<file path="src/design/mancala_pkg.sv">
package mancala_pkg;

    ////////////////////////////////////////////////////////////////////////////
    // board geometry and counters
    ////////////////////////////////////////////////////////////////////////////

    typedef logic [3:0] place_idx_t;

    // one place or the handful, total never above 60
    typedef logic [5:0] seed_cnt_t;

    localparam int PITS_PER_SIDE = 6;
    localparam int NUM_PLACES    = 14;

    localparam place_idx_t STORE_A = 4'd6;
    localparam place_idx_t STORE_B = 4'd13;

    // flat view of the board, element i is place i
    typedef seed_cnt_t [NUM_PLACES-1:0] place_arr_t;

    // place 0 sits in the low bits so the struct and place_arr_t line up
    typedef struct packed {
        seed_cnt_t store_b;
        seed_cnt_t pit_12;
        seed_cnt_t pit_11;
        seed_cnt_t pit_10;
        seed_cnt_t pit_9;
        seed_cnt_t pit_8;
        seed_cnt_t pit_7;
        seed_cnt_t store_a;
        seed_cnt_t pit_5;
        seed_cnt_t pit_4;
        seed_cnt_t pit_3;
        seed_cnt_t pit_2;
        seed_cnt_t pit_1;
        seed_cnt_t pit_0;
    } board_t;

    ////////////////////////////////////////////////////////////////////////////
    // game encodings
    ////////////////////////////////////////////////////////////////////////////

    typedef enum logic {
        PLAYER_A = 1'b0,
        PLAYER_B = 1'b1
    } player_t;

    typedef enum logic [2:0] {
        PH_INIT,
        PH_SELECT,
        PH_SOW,
        PH_SWEEP,
        PH_OVER
    } phase_t;

    typedef enum logic [1:0] {
        RES_NONE,
        RES_A_WINS,
        RES_B_WINS,
        RES_TIE
    } result_t;

    // how the last seed of a move landed
    typedef enum logic [1:0] {
        END_NONE,
        END_STORE,
        END_EMPTY
    } sow_end_t;

    // levels or press pulses
    typedef struct packed {
        logic left;
        logic right;
        logic enter;
    } buttons_t;

    function automatic seed_cnt_t seeds_at(board_t b, place_idx_t idx);
        place_arr_t flat;
        flat = place_arr_t'(b);
        return flat[idx];
    endfunction

    // seeds left in one player's six pockets, stores excluded
    function automatic seed_cnt_t row_total(board_t b, player_t who);
        place_arr_t flat;
        seed_cnt_t  total;
        int         base;
        flat  = place_arr_t'(b);
        total = '0;
        base  = (who == PLAYER_A) ? 0 : int'(STORE_A) + 1;
        for (int i = 0; i < PITS_PER_SIDE; i++) begin
            total = total + flat[base + i];
        end
        return total;
    endfunction

endpackage
</file>
<file path="src/design/mancala_top.sv">
`timescale 1ns/100ps

module mancala_top
    import mancala_pkg::*;
#(
    parameter int SEEDS_PER_PIT = 4,
    parameter int SYNC_STAGES   = 2
) (
    input  logic       clk_1,
    input  logic       rst,
    input  buttons_t   btn_levels,
    output board_t     board,
    output player_t    turn,
    output place_idx_t cursor,
    output phase_t     phase,
    output result_t    result,
    output logic       move_done
);

    buttons_t   press;
    logic       start_move;
    place_idx_t sel_pocket;
    logic       start_sweep;
    sow_end_t   sow_end;
    logic       row_a_empty;
    logic       row_b_empty;

    button_edge #(
        .SYNC_STAGES (SYNC_STAGES)
    ) u_button_edge (
        .clk_1      (clk_1),
        .rst        (rst),
        .btn_levels (btn_levels),
        .press      (press)
    );

    pocket_cursor u_pocket_cursor (
        .clk_1  (clk_1),
        .rst    (rst),
        .press  (press),
        .phase  (phase),
        .turn   (turn),
        .cursor (cursor)
    );

    board_sower #(
        .SEEDS_PER_PIT (SEEDS_PER_PIT)
    ) u_board_sower (
        .clk_1       (clk_1),
        .rst         (rst),
        .phase       (phase),
        .turn        (turn),
        .start_move  (start_move),
        .sel_pocket  (sel_pocket),
        .start_sweep (start_sweep),
        .board       (board),
        .sow_end     (sow_end),
        .row_a_empty (row_a_empty),
        .row_b_empty (row_b_empty)
    );

    turn_control #(
        .SEEDS_PER_PIT (SEEDS_PER_PIT)
    ) u_turn_control (
        .clk_1       (clk_1),
        .rst         (rst),
        .press       (press),
        .cursor      (cursor),
        .board       (board),
        .sow_end     (sow_end),
        .row_a_empty (row_a_empty),
        .row_b_empty (row_b_empty),
        .phase       (phase),
        .turn        (turn),
        .start_move  (start_move),
        .sel_pocket  (sel_pocket),
        .start_sweep (start_sweep),
        .move_done   (move_done),
        .result      (result)
    );

endmodule

</file>
<file path="src/design/turn_control.sv">
`timescale 1ns/100ps

module turn_control
    import mancala_pkg::*;
#(
    parameter int SEEDS_PER_PIT = 4
) (
    input  logic       clk_1,
    input  logic       rst,
    input  buttons_t   press,
    input  place_idx_t cursor,
    input  board_t     board,
    input  sow_end_t   sow_end,
    input  logic       row_a_empty,
    input  logic       row_b_empty,
    output phase_t     phase,
    output player_t    turn,
    output logic       start_move,
    output place_idx_t sel_pocket,
    output logic       start_sweep,
    output logic       move_done,
    output result_t    result
);

    logic      active_empty;
    // store totals as they will be once the sweep lands
    seed_cnt_t final_a;
    seed_cnt_t final_b;

    assign active_empty = (turn == PLAYER_A) ? row_a_empty : row_b_empty;
    assign sel_pocket   = cursor;

    // an empty pocket or a finished row ignores enter
    assign start_move = (phase == PH_SELECT) && !active_empty && press.enter &&
                        (seeds_at(board, cursor) != '0);

    assign start_sweep = (phase == PH_SWEEP);
    assign move_done   = (phase == PH_SOW) && (sow_end != END_NONE);

    assign final_a = board.store_a + row_total(board, PLAYER_A);
    assign final_b = board.store_b + row_total(board, PLAYER_B);

    ////////////////////////////////////////////////////////////////////////////
    // phase machine
    ////////////////////////////////////////////////////////////////////////////

    always_ff @(posedge clk_1 or posedge rst) begin
        if (rst) begin
            phase  <= PH_INIT;
            turn   <= PLAYER_A;
            result <= RES_NONE;
        end else begin
            case (phase)
                PH_INIT: begin
                    phase  <= PH_SELECT;
                    turn   <= PLAYER_A;
                    result <= RES_NONE;
                end
                PH_SELECT: begin
                    // game over as soon as the mover has nothing to pick
                    if (active_empty) begin
                        phase <= PH_SWEEP;
                    end else if (start_move) begin
                        phase <= PH_SOW;
                    end
                end
                PH_SOW: begin
                    if (sow_end != END_NONE) begin
                        phase <= PH_SELECT;
                        // END_STORE keeps the same player for another pick
                        if (sow_end == END_EMPTY) begin
                            turn <= (turn == PLAYER_A) ? PLAYER_B : PLAYER_A;
                        end
                    end
                end
                PH_SWEEP: begin
                    phase <= PH_OVER;
                    if (final_a > final_b) begin
                        result <= RES_A_WINS;
                    end else if (final_b > final_a) begin
                        result <= RES_B_WINS;
                    end else begin
                        result <= RES_TIE;
                    end
                end
                PH_OVER: begin
                    phase <= PH_OVER;
                end
                default: begin
                    phase <= PH_INIT;
                end
            endcase
        end
    end

    // sower must only finish moves that this machine started
    a_move_done_in_sow: assert property (@(posedge clk_1) disable iff (rst)
        (sow_end != END_NONE) |-> (phase == PH_SOW))
        else $error("move end seen outside PH_SOW");

    // after the sweep both stores together hold every seed
    a_stores_hold_all: assert property (@(posedge clk_1) disable iff (rst)
        (phase == PH_OVER) |->
            (int'(board.store_a) + int'(board.store_b) ==
             2 * PITS_PER_SIDE * SEEDS_PER_PIT))
        else $error("stores do not hold all seeds at game over");

endmodule

</file>
<file path="src/design/board_sower.sv">
`timescale 1ns/100ps

module board_sower
    import mancala_pkg::*;
#(
    parameter int SEEDS_PER_PIT = 4
) (
    input  logic       clk_1,
    input  logic       rst,
    input  phase_t     phase,
    input  player_t    turn,
    input  logic       start_move,
    input  place_idx_t sel_pocket,
    input  logic       start_sweep,
    output board_t     board,
    output sow_end_t   sow_end,
    output logic       row_a_empty,
    output logic       row_b_empty
);

    place_arr_t places_q;
    seed_cnt_t  handful_q;
    // next place to receive a seed
    place_idx_t pos_q;
    logic       sowing_q;
    // last seed hit a full pocket, pick it up on the next cycle
    logic       relay_q;

    place_idx_t own_store;
    seed_cnt_t  sum_a;
    seed_cnt_t  sum_b;
    seed_cnt_t  board_total;

    ////////////////////////////////////////////////////////////////////////////
    // helpers
    ////////////////////////////////////////////////////////////////////////////

    // wraps 13 -> 0 and hops over the opponent's store
    function automatic place_idx_t next_place(place_idx_t p, player_t who);
        place_idx_t n;
        n = (p == STORE_B) ? 4'd0 : p + 4'd1;
        if (who == PLAYER_A && n == STORE_B) begin
            n = 4'd0;
        end
        if (who == PLAYER_B && n == STORE_A) begin
            n = STORE_A + 4'd1;
        end
        return n;
    endfunction

    function automatic place_arr_t initial_board();
        place_arr_t b;
        for (int i = 0; i < NUM_PLACES; i++) begin
            if (i == int'(STORE_A) || i == int'(STORE_B)) begin
                b[i] = '0;
            end else begin
                b[i] = seed_cnt_t'(SEEDS_PER_PIT);
            end
        end
        return b;
    endfunction

    assign board       = board_t'(places_q);
    assign own_store   = (turn == PLAYER_A) ? STORE_A : STORE_B;
    assign sum_a       = row_total(board, PLAYER_A);
    assign sum_b       = row_total(board, PLAYER_B);
    assign row_a_empty = (sum_a == '0);
    assign row_b_empty = (sum_b == '0);

    ////////////////////////////////////////////////////////////////////////////
    // pickup, sowing, relay and sweep
    ////////////////////////////////////////////////////////////////////////////

    always_ff @(posedge clk_1 or posedge rst) begin
        if (rst) begin
            places_q  <= initial_board();
            handful_q <= '0;
            pos_q     <= '0;
            sowing_q  <= 1'b0;
            relay_q   <= 1'b0;
            sow_end   <= END_NONE;
        end else begin
            sow_end <= END_NONE;
            if (phase == PH_INIT) begin
                places_q  <= initial_board();
                handful_q <= '0;
                sowing_q  <= 1'b0;
                relay_q   <= 1'b0;
            end else if (start_move) begin
                handful_q             <= places_q[sel_pocket];
                places_q[sel_pocket]  <= '0;
                pos_q                 <= next_place(sel_pocket, turn);
                sowing_q              <= 1'b1;
            end else if (relay_q) begin
                // takes the seed that just landed as well
                handful_q        <= places_q[pos_q];
                places_q[pos_q]  <= '0;
                pos_q            <= next_place(pos_q, turn);
                relay_q          <= 1'b0;
            end else if (sowing_q) begin
                places_q[pos_q] <= places_q[pos_q] + 6'd1;
                handful_q       <= handful_q - 6'd1;
                if (handful_q != 6'd1) begin
                    pos_q <= next_place(pos_q, turn);
                end else if (pos_q == own_store) begin
                    sowing_q <= 1'b0;
                    sow_end  <= END_STORE;
                end else if (places_q[pos_q] == '0) begin
                    sowing_q <= 1'b0;
                    sow_end  <= END_EMPTY;
                end else begin
                    relay_q <= 1'b1;
                end
            end else if (start_sweep) begin
                for (int i = 0; i < PITS_PER_SIDE; i++) begin
                    places_q[i]                    <= '0;
                    places_q[i + int'(STORE_A) + 1] <= '0;
                end
                places_q[STORE_A] <= places_q[STORE_A] + sum_a;
                places_q[STORE_B] <= places_q[STORE_B] + sum_b;
            end
        end
    end

    // seeds are only moved, never made or lost
    assign board_total = sum_a + sum_b + places_q[STORE_A] + places_q[STORE_B] + handful_q;

    a_seeds_conserved: assert property (@(posedge clk_1) disable iff (rst)
        board_total == seed_cnt_t'(2 * PITS_PER_SIDE * SEEDS_PER_PIT))
        else $error("seed total changed");

    a_no_start_while_sowing: assert property (@(posedge clk_1) disable iff (rst)
        start_move |-> !sowing_q)
        else $error("start_move while a move is still sowing");

endmodule

</file>
<file path="src/design/pocket_cursor.sv">
`timescale 1ns/100ps

module pocket_cursor
    import mancala_pkg::*;
(
    input  logic       clk_1,
    input  logic       rst,
    input  buttons_t   press,
    input  phase_t     phase,
    input  player_t    turn,
    output place_idx_t cursor
);

    localparam place_idx_t A_FIRST = 4'd0;
    localparam place_idx_t A_LAST  = STORE_A - 4'd1;
    localparam place_idx_t B_FIRST = STORE_A + 4'd1;
    localparam place_idx_t B_LAST  = STORE_B - 4'd1;

    place_idx_t pos_q;
    // set outside selection, so a new turn starts at its home pocket
    logic       fresh_q;
    place_idx_t start_pocket;
    place_idx_t next_pos;

    assign start_pocket = (turn == PLAYER_A) ? A_FIRST : B_LAST;

    // home pocket shows in the very first select cycle, before any press
    assign cursor = (fresh_q && phase == PH_SELECT) ? start_pocket : pos_q;

    // B sits mirrored, so left walks up the indices for B
    always_comb begin
        next_pos = cursor;
        if (turn == PLAYER_A) begin
            if (press.left) begin
                if (cursor != A_FIRST) next_pos = cursor - 4'd1;
            end else if (press.right) begin
                if (cursor != A_LAST) next_pos = cursor + 4'd1;
            end
        end else begin
            if (press.left) begin
                if (cursor != B_LAST) next_pos = cursor + 4'd1;
            end else if (press.right) begin
                if (cursor != B_FIRST) next_pos = cursor - 4'd1;
            end
        end
    end

    always_ff @(posedge clk_1 or posedge rst) begin
        if (rst) begin
            pos_q   <= A_FIRST;
            fresh_q <= 1'b1;
        end else if (phase == PH_SELECT) begin
            pos_q   <= next_pos;
            fresh_q <= 1'b0;
        end else begin
            fresh_q <= 1'b1;
        end
    end

    // turn comes from turn_control, so this ties both sides together
    a_cursor_in_row: assert property (@(posedge clk_1) disable iff (rst)
        (phase == PH_SELECT) |->
            ((turn == PLAYER_A) ? (cursor <= A_LAST)
                                : (cursor >= B_FIRST && cursor <= B_LAST)))
        else $error("cursor outside the active row");

endmodule

</file>
<file path="src/design/button_edge.sv">
`timescale 1ns/100ps

module button_edge
    import mancala_pkg::*;
#(
    parameter int SYNC_STAGES = 2
) (
    input  logic     clk_1,
    input  logic     rst,
    input  buttons_t btn_levels,
    output buttons_t press
);

    // stages 0..SYNC_STAGES-1 synchronize, the last one holds the old level
    buttons_t [SYNC_STAGES:0] sync_q;
    buttons_t                 rise;

    // high only on the first synced cycle of a press
    assign rise = buttons_t'(sync_q[SYNC_STAGES-1] & ~sync_q[SYNC_STAGES]);

    always_ff @(posedge clk_1 or posedge rst) begin
        if (rst) begin
            sync_q <= '0;
            press  <= '0;
        end else begin
            sync_q <= {sync_q[SYNC_STAGES-1:0], btn_levels};
            // registered so the pulse is clean for the game logic
            press  <= rise;
        end
    end

endmodule

</file>
<file path="config.mk">
export PLATFORM = sky130hd
export DESIGN_NAME = mancala_top
export DESIGN_NICKNAME = d
export VERILOG_FILES = /design/src/design/mancala_pkg.sv /design/src/design/mancala_top.sv /design/src/design/turn_control.sv /design/src/design/board_sower.sv /design/src/design/pocket_cursor.sv /design/src/design/button_edge.sv
export SDC_FILE = /design/constraint.sdc
export NUM_CORES = 1
export LEC_CHECK = 0
export ABC_AREA = 1
export ABC_CLOCK_PERIOD_IN_PS = 12500
export BUFFER_PORTS_ARGS = -buffer_cell sky130_fd_sc_hd__buf_2
export CELL_PAD_IN_SITES_DETAIL_PLACEMENT = 0
export CELL_PAD_IN_SITES_GLOBAL_PLACEMENT = 2
export CORE_UTILIZATION = 37
export DETAILED_ROUTE_END_ITERATION = 16
export GPL_ROUTABILITY_DRIVEN = 0
export GPL_TIMING_DRIVEN = 0
export MAX_ROUTING_LAYER = met4
export PLACE_DENSITY_LB_ADDON = 0.1
export SYNTH_ARGS = -nofsm -noshare
export SYNTH_HDL_FRONTEND = slang
export SYNTH_SLANG_ARGS = --single-unit
</file>
<file path="constraint.sdc">
create_clock -name clk_1 -period 12.5 [get_ports clk_1]
set_clock_uncertainty 0.15 [all_clocks]
set_input_delay 1.25 -clock clk_1 [delete_from_list [all_inputs] [get_ports clk_1]]
set_output_delay 1.25 -clock clk_1 [all_outputs]
set_load 0.02 [all_outputs]
</file>
---- Word level (Yosys, flattened, before mapping) ----
Index checks and enable logic that the tools add are counted.
storage, ports and cells
  bits of input ports ..................... 5
  output and inout bits ................... 95
  register bits after elaboration ......... 121
  logic and storage cells ................. 202
cells by class
  reduce and logical (&&, ||, !) cells .... 30
  eq/ne operators ......................... 22
  bitwise gates (word level) .............. 8
  multiplexer cells ....................... 83
  magnitude comparators ................... 6
  add/sub/neg operators ................... 17
operator list
  cell                                                        count
  2-to-1 mux 84 bit                                           5
  bitwise AND 84 bit                                          2
  inverter 84 bit                                             2
  2-to-1 mux 4 bit                                            33
  bitwise mux 84 bit                                          1
  adder 6 bit                                                 12
  binary-select mux 6 bit (select 4 bit)                      2
  demux 6 bit (select 4 bit)                                  2
  2-to-1 mux 6 bit                                            8
  zero test 6 bit                                             3
  2-to-1 mux 1 bit                                            18
  == test 4 bit, second input constant                        4
  2-to-1 mux 2 bit                                            8
  == test 4 x 3 -> 1 bit, second input constant               3
  greater-than comparator 6 bit                               2
  logical AND 1 bit                                           12
  one-hot mux 3 bit (4 select lines)                          1
  less-than comparator 4 x 5 -> 1 bit, second input constant  2
  2-to-1 mux 3 bit                                            3
  adder 4 x 1 -> 4 bit, second input constant                 2
  >= comparator 4 x 1 -> 1 bit, second input constant         2
  != test 4 x 3 -> 1 bit, second input constant               2
  nonzero test 4 bit                                          2
  adder 6 x 1 -> 6 bit, second input constant                 1
  27 further kinds                                            34

---- Longest topological paths before layout ----
  depth after elaboration ................. 20
  gate-level depth with buffers ........... 26
  mapped depth without buffers ............ 26

---- By module ----
From an unflattened synthesis, not the netlist that was laid out.
second synthesis, totals
  cell total of the unflattened synthesis .. 2,027
  area total of the unflattened synthesis .. 13,606.8 um^2
by module, submodules not included
  module         times used  area each (um^2)  cells each
  board_sower    1           9,954.5           1,546
  turn_control   1           2,631.3           352
  pocket_cursor  1           686.9             110
  button_edge    1           334.1             19

---- Worst setup path before layout ----
OpenSTA, ideal clock, no wires.
  path type ............................... register to register
  start ................................... register u_board_sower.places_q, in the netlist u_board_sower.board[8]
  end ..................................... register u_turn_control.result[1]
  path slack .............................. 7.890 ns
  clock period less this slack ............ 4.610 ns
  path buffers ............................ 0
  setup time .............................. 0.117 ns
  required time ........................... 12.233 ns
  stages on the path, launching flop included .. 23
  data arrival time ....................... 4.343 ns
  cell sequence ........................... dfstp_2 > fa_1 > inv_1 > fa_1 > inv_1 > fa_1 > ha_1 > fa_1 > ha_1 > a21oi_1 > inv_1 > a21oi_1 > inv_1 > nand2_1 > nand2_1 > ha_1 > nand2_1 > inv_1 > nand3_1 > o221ai_1 > o21ai_0 > nand2_1 > nand2_1
between the ends
  longest elaborated chain between the ends .. 9
RTL lines
  item                                line                source
  start: declaration                  board_sower.sv:21   place_arr_t places_q;
  start signal: assignment            board_sower.sv:76   places_q <= initial_board();
  start signal: assignment            board_sower.sv:85   places_q <= initial_board();
  start signal: indexed assignment    board_sower.sv:101  places_q[pos_q] <= places_q[pos_q] + 6'd1;
  adder 6 bit (5 in series)           mancala_pkg.sv:92   total = total + flat[base + i];
  adder 6 bit                         turn_control.sv:40  assign final_a = board.store_a + row_total(board, PLAYER_A);
  greater-than comparator 6 bit       turn_control.sv:78  if (final_a > final_b) begin
  2-to-1 mux 2 bit                    turn_control.sv:78
  one-hot mux 2 bit (2 select lines)  turn_control.sv:53  case (phase)
  end signal: assignment              turn_control.sv:57  result <= RES_NONE;
  end signal: assignment              turn_control.sv:79  result <= RES_A_WINS;
  end signal: assignment              turn_control.sv:81  result <= RES_B_WINS;
  end: declaration                    turn_control.sv:22  output result_t result
Every way passes these cells.
A chain may end at the register's enable or synchronous reset.

---- Final worst setup path ----
  start ................................... register u_board_sower.places_q, in the netlist u_board_sower.board[56]
  end ..................................... register u_board_sower.pos_q[1]
between the ends
  longest elaborated chain between the ends .. 12
RTL lines
  item                                  line                source
  adder 6 bit (4 in series)             mancala_pkg.sv:92
  zero test 6 bit                       board_sower.sv:68   assign row_b_empty = (sum_b == '0);
  2-to-1 mux 1 bit                      turn_control.sv:30  assign active_empty = (turn == PLAYER_A) ? row_a_empty : row_b_empty;
  zero test 1 bit                       turn_control.sv:34  assign start_move = (phase == PH_SELECT) && !active_empty && press.enter &&
  logical AND 1 bit (2 in series)       turn_control.sv:34
  logical AND 1 bit *                   turn_control.sv:34
  nonzero test 3 bit (no source line)   --
  AND reduction 3 bit (no source line)  --
  end signal: assignment                board_sower.sv:92   pos_q <= next_place(sel_pocket, turn);
  end signal: assignment                board_sower.sv:98   pos_q <= next_place(pos_q, turn);
  end signal: assignment                board_sower.sv:104  pos_q <= next_place(pos_q, turn);
  end: declaration                      board_sower.sv:24   place_idx_t pos_q;
Mark *: on every way between the ends. The rest lies on a longest branch, timed or not. The select of a mux whose other input is x is not followed.

==> impl_metrics.csv <==
group,metric,value,unit
critical_path,worst_path_arrival,5950,ps
clock_network,worst_setup_hold_path_clk_slew,60,ps
clock_network,tritoncts.num_buffers,17,
sta,unrepaired_setup_endpoints_after_global_routing,"false",
sta,maxSlewHeadroom,0.2231,
placed_design,detailedPlacementHpwl,44310,um
sta,fin_hold_viols,0,
floorplanning,die_w,179.8,um
logic_synthesis,number_of_synthesized_flops_with_an_enable_pin,0,
min_path,min_path_type,"reg2reg",
logic_synthesis,post_synth_instance_area,11690,um^2
grt,globalRoute.totalOverflow,0,
sta,final-max-slew-violation-count,0,
critical_path,critPathLaunchType,"register",
logic_synthesis,async_flop_share,1.000,
critical_path,critical-path-slowest-cell,"sky130_fd_sc_hd__clkbuf_1",
route,drcViolationCount,3,
critical_path,worst-path-buf-inv,3,
grt,first_global_vias,12760,
logic_synthesis,ys_types,49,
run_status,failed_checks,"design-rule violations",
critical_path,crit_path_frequent_cell,"sky130_fd_sc_hd__fa_1",
critical_path,r2r-start,"u_board_sower.board[56]",
critical_path,worstPathCellList,"fa_1 -> inv_1 -> fa_1 -> inv_1 -> fa_1 -> ha_1 -> fa_1 -> or3_1 -> nor4_1 -> nand2_1 -> nand3_1 -> nor2_2 -> nand2_4 -> clkbuf_1 -> o21ai_0 -> nand3_1 -> nand2_1",
logic_synthesis,synth-seq-cells,121,
clock_network,clk_root_buffer_cell,"sky130_fd_sc_hd__clkbuf_16",
clock_network,ctsResizeCount,0,
route,drtPass1Iterations,12,
logic_synthesis,synth_flop_cell,"sky130_fd_sc_hd__dfrtp_1",
sta,fmax,0.1739,GHz
layout,final_cell_count_no_fill,2321,
sta,timing.final.crit_period,5751,ps
grt,grt_pass1_wl,85990,um
critical_path,crit-reg2reg-capture,"u_board_sower.pos_q[1]",
floorplanning,initial_core_util,0.3792,
floorplanning,top_level_ports,100,
logic_synthesis,syn_nets,1871,
critical_path,worst_ep_required_time,12700,ps
route,antenna_violating_nets_post_route,0,
route,avgViaCountPerCell,5.879,
critical_path,crit_path_end_kind,"register",
sta,final_min_period_over_clock_period,0.4601,
run_status,result_of_the_run,"finished, violations left",
logic_synthesis,yosys_warnings,0,
route,drt-initial-drc-count,1694,
clock_network,cts_setup_buffers,0,
layout,fill_cells,3334,
grt,grt_usage,0.3788,
floorplanning,fp.dieArea,32310,um^2
clock_network,cts_hold_buffers,0,
min_path,hold_path_depth,0,
logic_synthesis,netlist_instances,1793,
floorplanning,rows,64,
placed_design,placedCellCount,2289,
logic_synthesis,postSynthAreaPerCell,6.520,um^2
floorplanning,core,30830,um^2
layout,final_layout_size_suffix_gt1_frac,0.1190,
critical_path,cp_max_fo,10,
sta,final-setup-viol-count,0,
layout,num_antenna_cells,0,
clock_network,h-tree-depth,4,
logic_synthesis,seq_area_frac_synth,0.2604,
critical_path,reg2reg_setup_slack,6750,ps
critical_path,worst-setup-path-type,"reg2reg",
grt,grt_start_max_net_pins,74,
min_path,worstHoldStart,"u_button_edge.sync_q[2]",
layout,final_area,13290,um^2
route,dr_total_vias,13650,
route,final_routed_wirelength_across_all_metal_layers,59070,um
critical_path,critPathMaxStageDelay,870,ps
critical_path,critPathTopFamily,"adder cells",
clock_network,cts_tree,"done",
layout,layout.nets,1990,
run,max-cap-violations,0,
placed_design,portBuffers,99,
placed_design,dpl-instance-area,12710,um^2
clock_network,clkLatencyLatePin,460,ps
min_path,worstHoldEndpoint,"u_button_edge.sync_q[5]",
layout,synthToLayoutAreaGrowth,13.69,%
grt,antenna_found_initial,0,
floorplanning,die-height,179.8,um
route,wl_per_cell,25.45,um
critical_path,rr_worst_depth,17,
sta,worst-slew-pin-transition,1157,ps
layout,utilization,0.4311,
clock_network,clock-sinks,121,
sta,setup_total_negative_slack,0,ps
clock_network,clock_path_buffers,2,
## placed cells by master, fill, tap and decap left out, drive strengths merged, types with 14 or more instances in the layout
master / count
o21ai: 173
ha: 33
buf: 158
nand4: 14
nand2: 475
dfrtp: 108
fa: 40
or2: 15
clkbuf: 46
nor2: 196
nand3: 192
inv: 237
o22ai: 43
o211ai: 26
xor2: 19
a21oi: 46
## synthesized netlist by cell type, types with 3 or more instances
library cell                  n  area [um^2]
sky130_fd_sc_hd__a211oi_1     3        22.52
sky130_fd_sc_hd__a21oi_1     46        230.2
sky130_fd_sc_hd__a221oi_1     3        26.28
sky130_fd_sc_hd__a22oi_1     11        82.58
sky130_fd_sc_hd__a31oi_1      3        18.77
sky130_fd_sc_hd__a32oi_1      8        70.07
sky130_fd_sc_hd__buf_1        8        30.03
sky130_fd_sc_hd__buf_2       36        180.2
sky130_fd_sc_hd__buf_4        9        67.56
sky130_fd_sc_hd__buf_6        5        56.30
sky130_fd_sc_hd__clkbuf_1    22        82.58
sky130_fd_sc_hd__clkinv_1     3        11.26
sky130_fd_sc_hd__dfrtp_1    108         2703
sky130_fd_sc_hd__dfstp_2     13        341.6
sky130_fd_sc_hd__fa_1        40        800.8
sky130_fd_sc_hd__ha_1        33        412.9
sky130_fd_sc_hd__inv_1      229        859.6
sky130_fd_sc_hd__inv_2        8        30.03
sky130_fd_sc_hd__nand2_1    467         1753
sky130_fd_sc_hd__nand2_2      6        37.54
sky130_fd_sc_hd__nand3_1    189        945.9
sky130_fd_sc_hd__nand3b_1     4        30.03
sky130_fd_sc_hd__nand4_1     14        87.58
sky130_fd_sc_hd__nor2_1     187        701.9
sky130_fd_sc_hd__nor2_2       7        43.79
sky130_fd_sc_hd__nor3_1      11        55.05
sky130_fd_sc_hd__o2111ai_1    4        35.03
sky130_fd_sc_hd__o211ai_1    26        195.2
sky130_fd_sc_hd__o21ai_0    158        790.8
sky130_fd_sc_hd__o21ai_1      9        45.04
sky130_fd_sc_hd__o21ai_2      6        52.55
sky130_fd_sc_hd__o21bai_1     6        45.04
sky130_fd_sc_hd__o221ai_1     5        43.79
sky130_fd_sc_hd__o22ai_1     43        269.0
sky130_fd_sc_hd__or2_0       13        81.33
sky130_fd_sc_hd__xnor2_1     13        113.9
sky130_fd_sc_hd__xor2_1      19        166.4
## cell families (layout without fill, tap and decap cells)
logic type,Yosys count,in the layout,share of synthesized area
simple gates,912,912,0.3315
compound gates,335,335,0.1676
buf+inv,320,452,0.1127
flops,121,121,0.2604
fa+ha+maj,73,73,0.1038
xor+xnor,32,32,0.02397
## layout make-up
cell class | count | area (um^2) | area share
clock inverter | 8 | 95.09 | 0.007154
sequential | 121 | 3044 | 0.2290
multi-input combinational | 1352 | 7330 | 0.5514
clock buffer | 24 | 481.7 | 0.03624
buffer | 80 | 416.7 | 0.03135
timing repair buffer | 100 | 523.0 | 0.03935
tap | 396 | 495.5 | 0.03728
inverter | 240 | 905.9 | 0.06815
## state kept, by name, indices dropped and copies added, names as in the netlist
name and count:
u_board_sower.handful_q 6, u_board_sower.board 84, u_pocket_cursor.fresh_q 1, u_board_sower.sow_end 2, u_pocket_cursor.pos_q 4, u_turn_control.turn 1
u_button_edge.press 3, u_turn_control.phase 3, u_button_edge.sync_q 9, u_board_sower.sowing_q 1, u_board_sower.relay_q 1, u_board_sower.pos_q 4
u_turn_control.result 2
## per-stage QoR
stage                     setup slack [ps]  hold WS, ps
after floorplan                       7890        181.2
after global placement                5993        182.7
after detailed placement              6875        184.7
after CTS                             6872        197.5
after global routing                  6598        197.7
final                                 6749        196.1
## layer usage
layer / up-vias / part of all wire / track usage / routed length, um
met4: 0 / 0.039 / 0.1503 / 2316
met5: - / 0 / - / 0
met2: 865 / 0.44 / 0.5651 / 25930
li1: 6099 / - / - / -
met1: 6533 / 0.42 / 0.5049 / 24930
met3: 148 / 0.10 / 0.07091 / 5895
## worst max-delay path by stage
stage | start | to | slack (ps) | cells past startpoint
3_3_place_gp | rst | u_turn_control.phase[2] | 5990 | 2
6_report | u_board_sower.board[56] | u_board_sower.pos_q[1] | 6750 | 17
5_1_grt | u_board_sower.board[27] | u_board_sower.pos_q[1] | 6600 | 19
4_1_cts | u_board_sower.board[27] | u_board_sower.board[5] | 6870 | 20
2_1_floorplan | u_board_sower.board[8] | u_turn_control.result[1] | 7890 | 22
3_5_place_dp | u_board_sower.board[27] | u_board_sower.board[5] | 6870 | 20
## worst reg2reg max path: cells and delay by family, from the launching register on
| kind | cells | cell delay [ps] |
|---|---|---|
| compound gates | 1 | 260 |
| simple gates | 8 | 1420 |
| buf+inv | 3 | 1070 |
| flops | 1 | 630 |
| fa+ha+maj | 5 | 2140 |
Power is left out: the tool's default activity adds up to more than one toggle a clock period on the data nets, which glitch-free logic cannot reach.
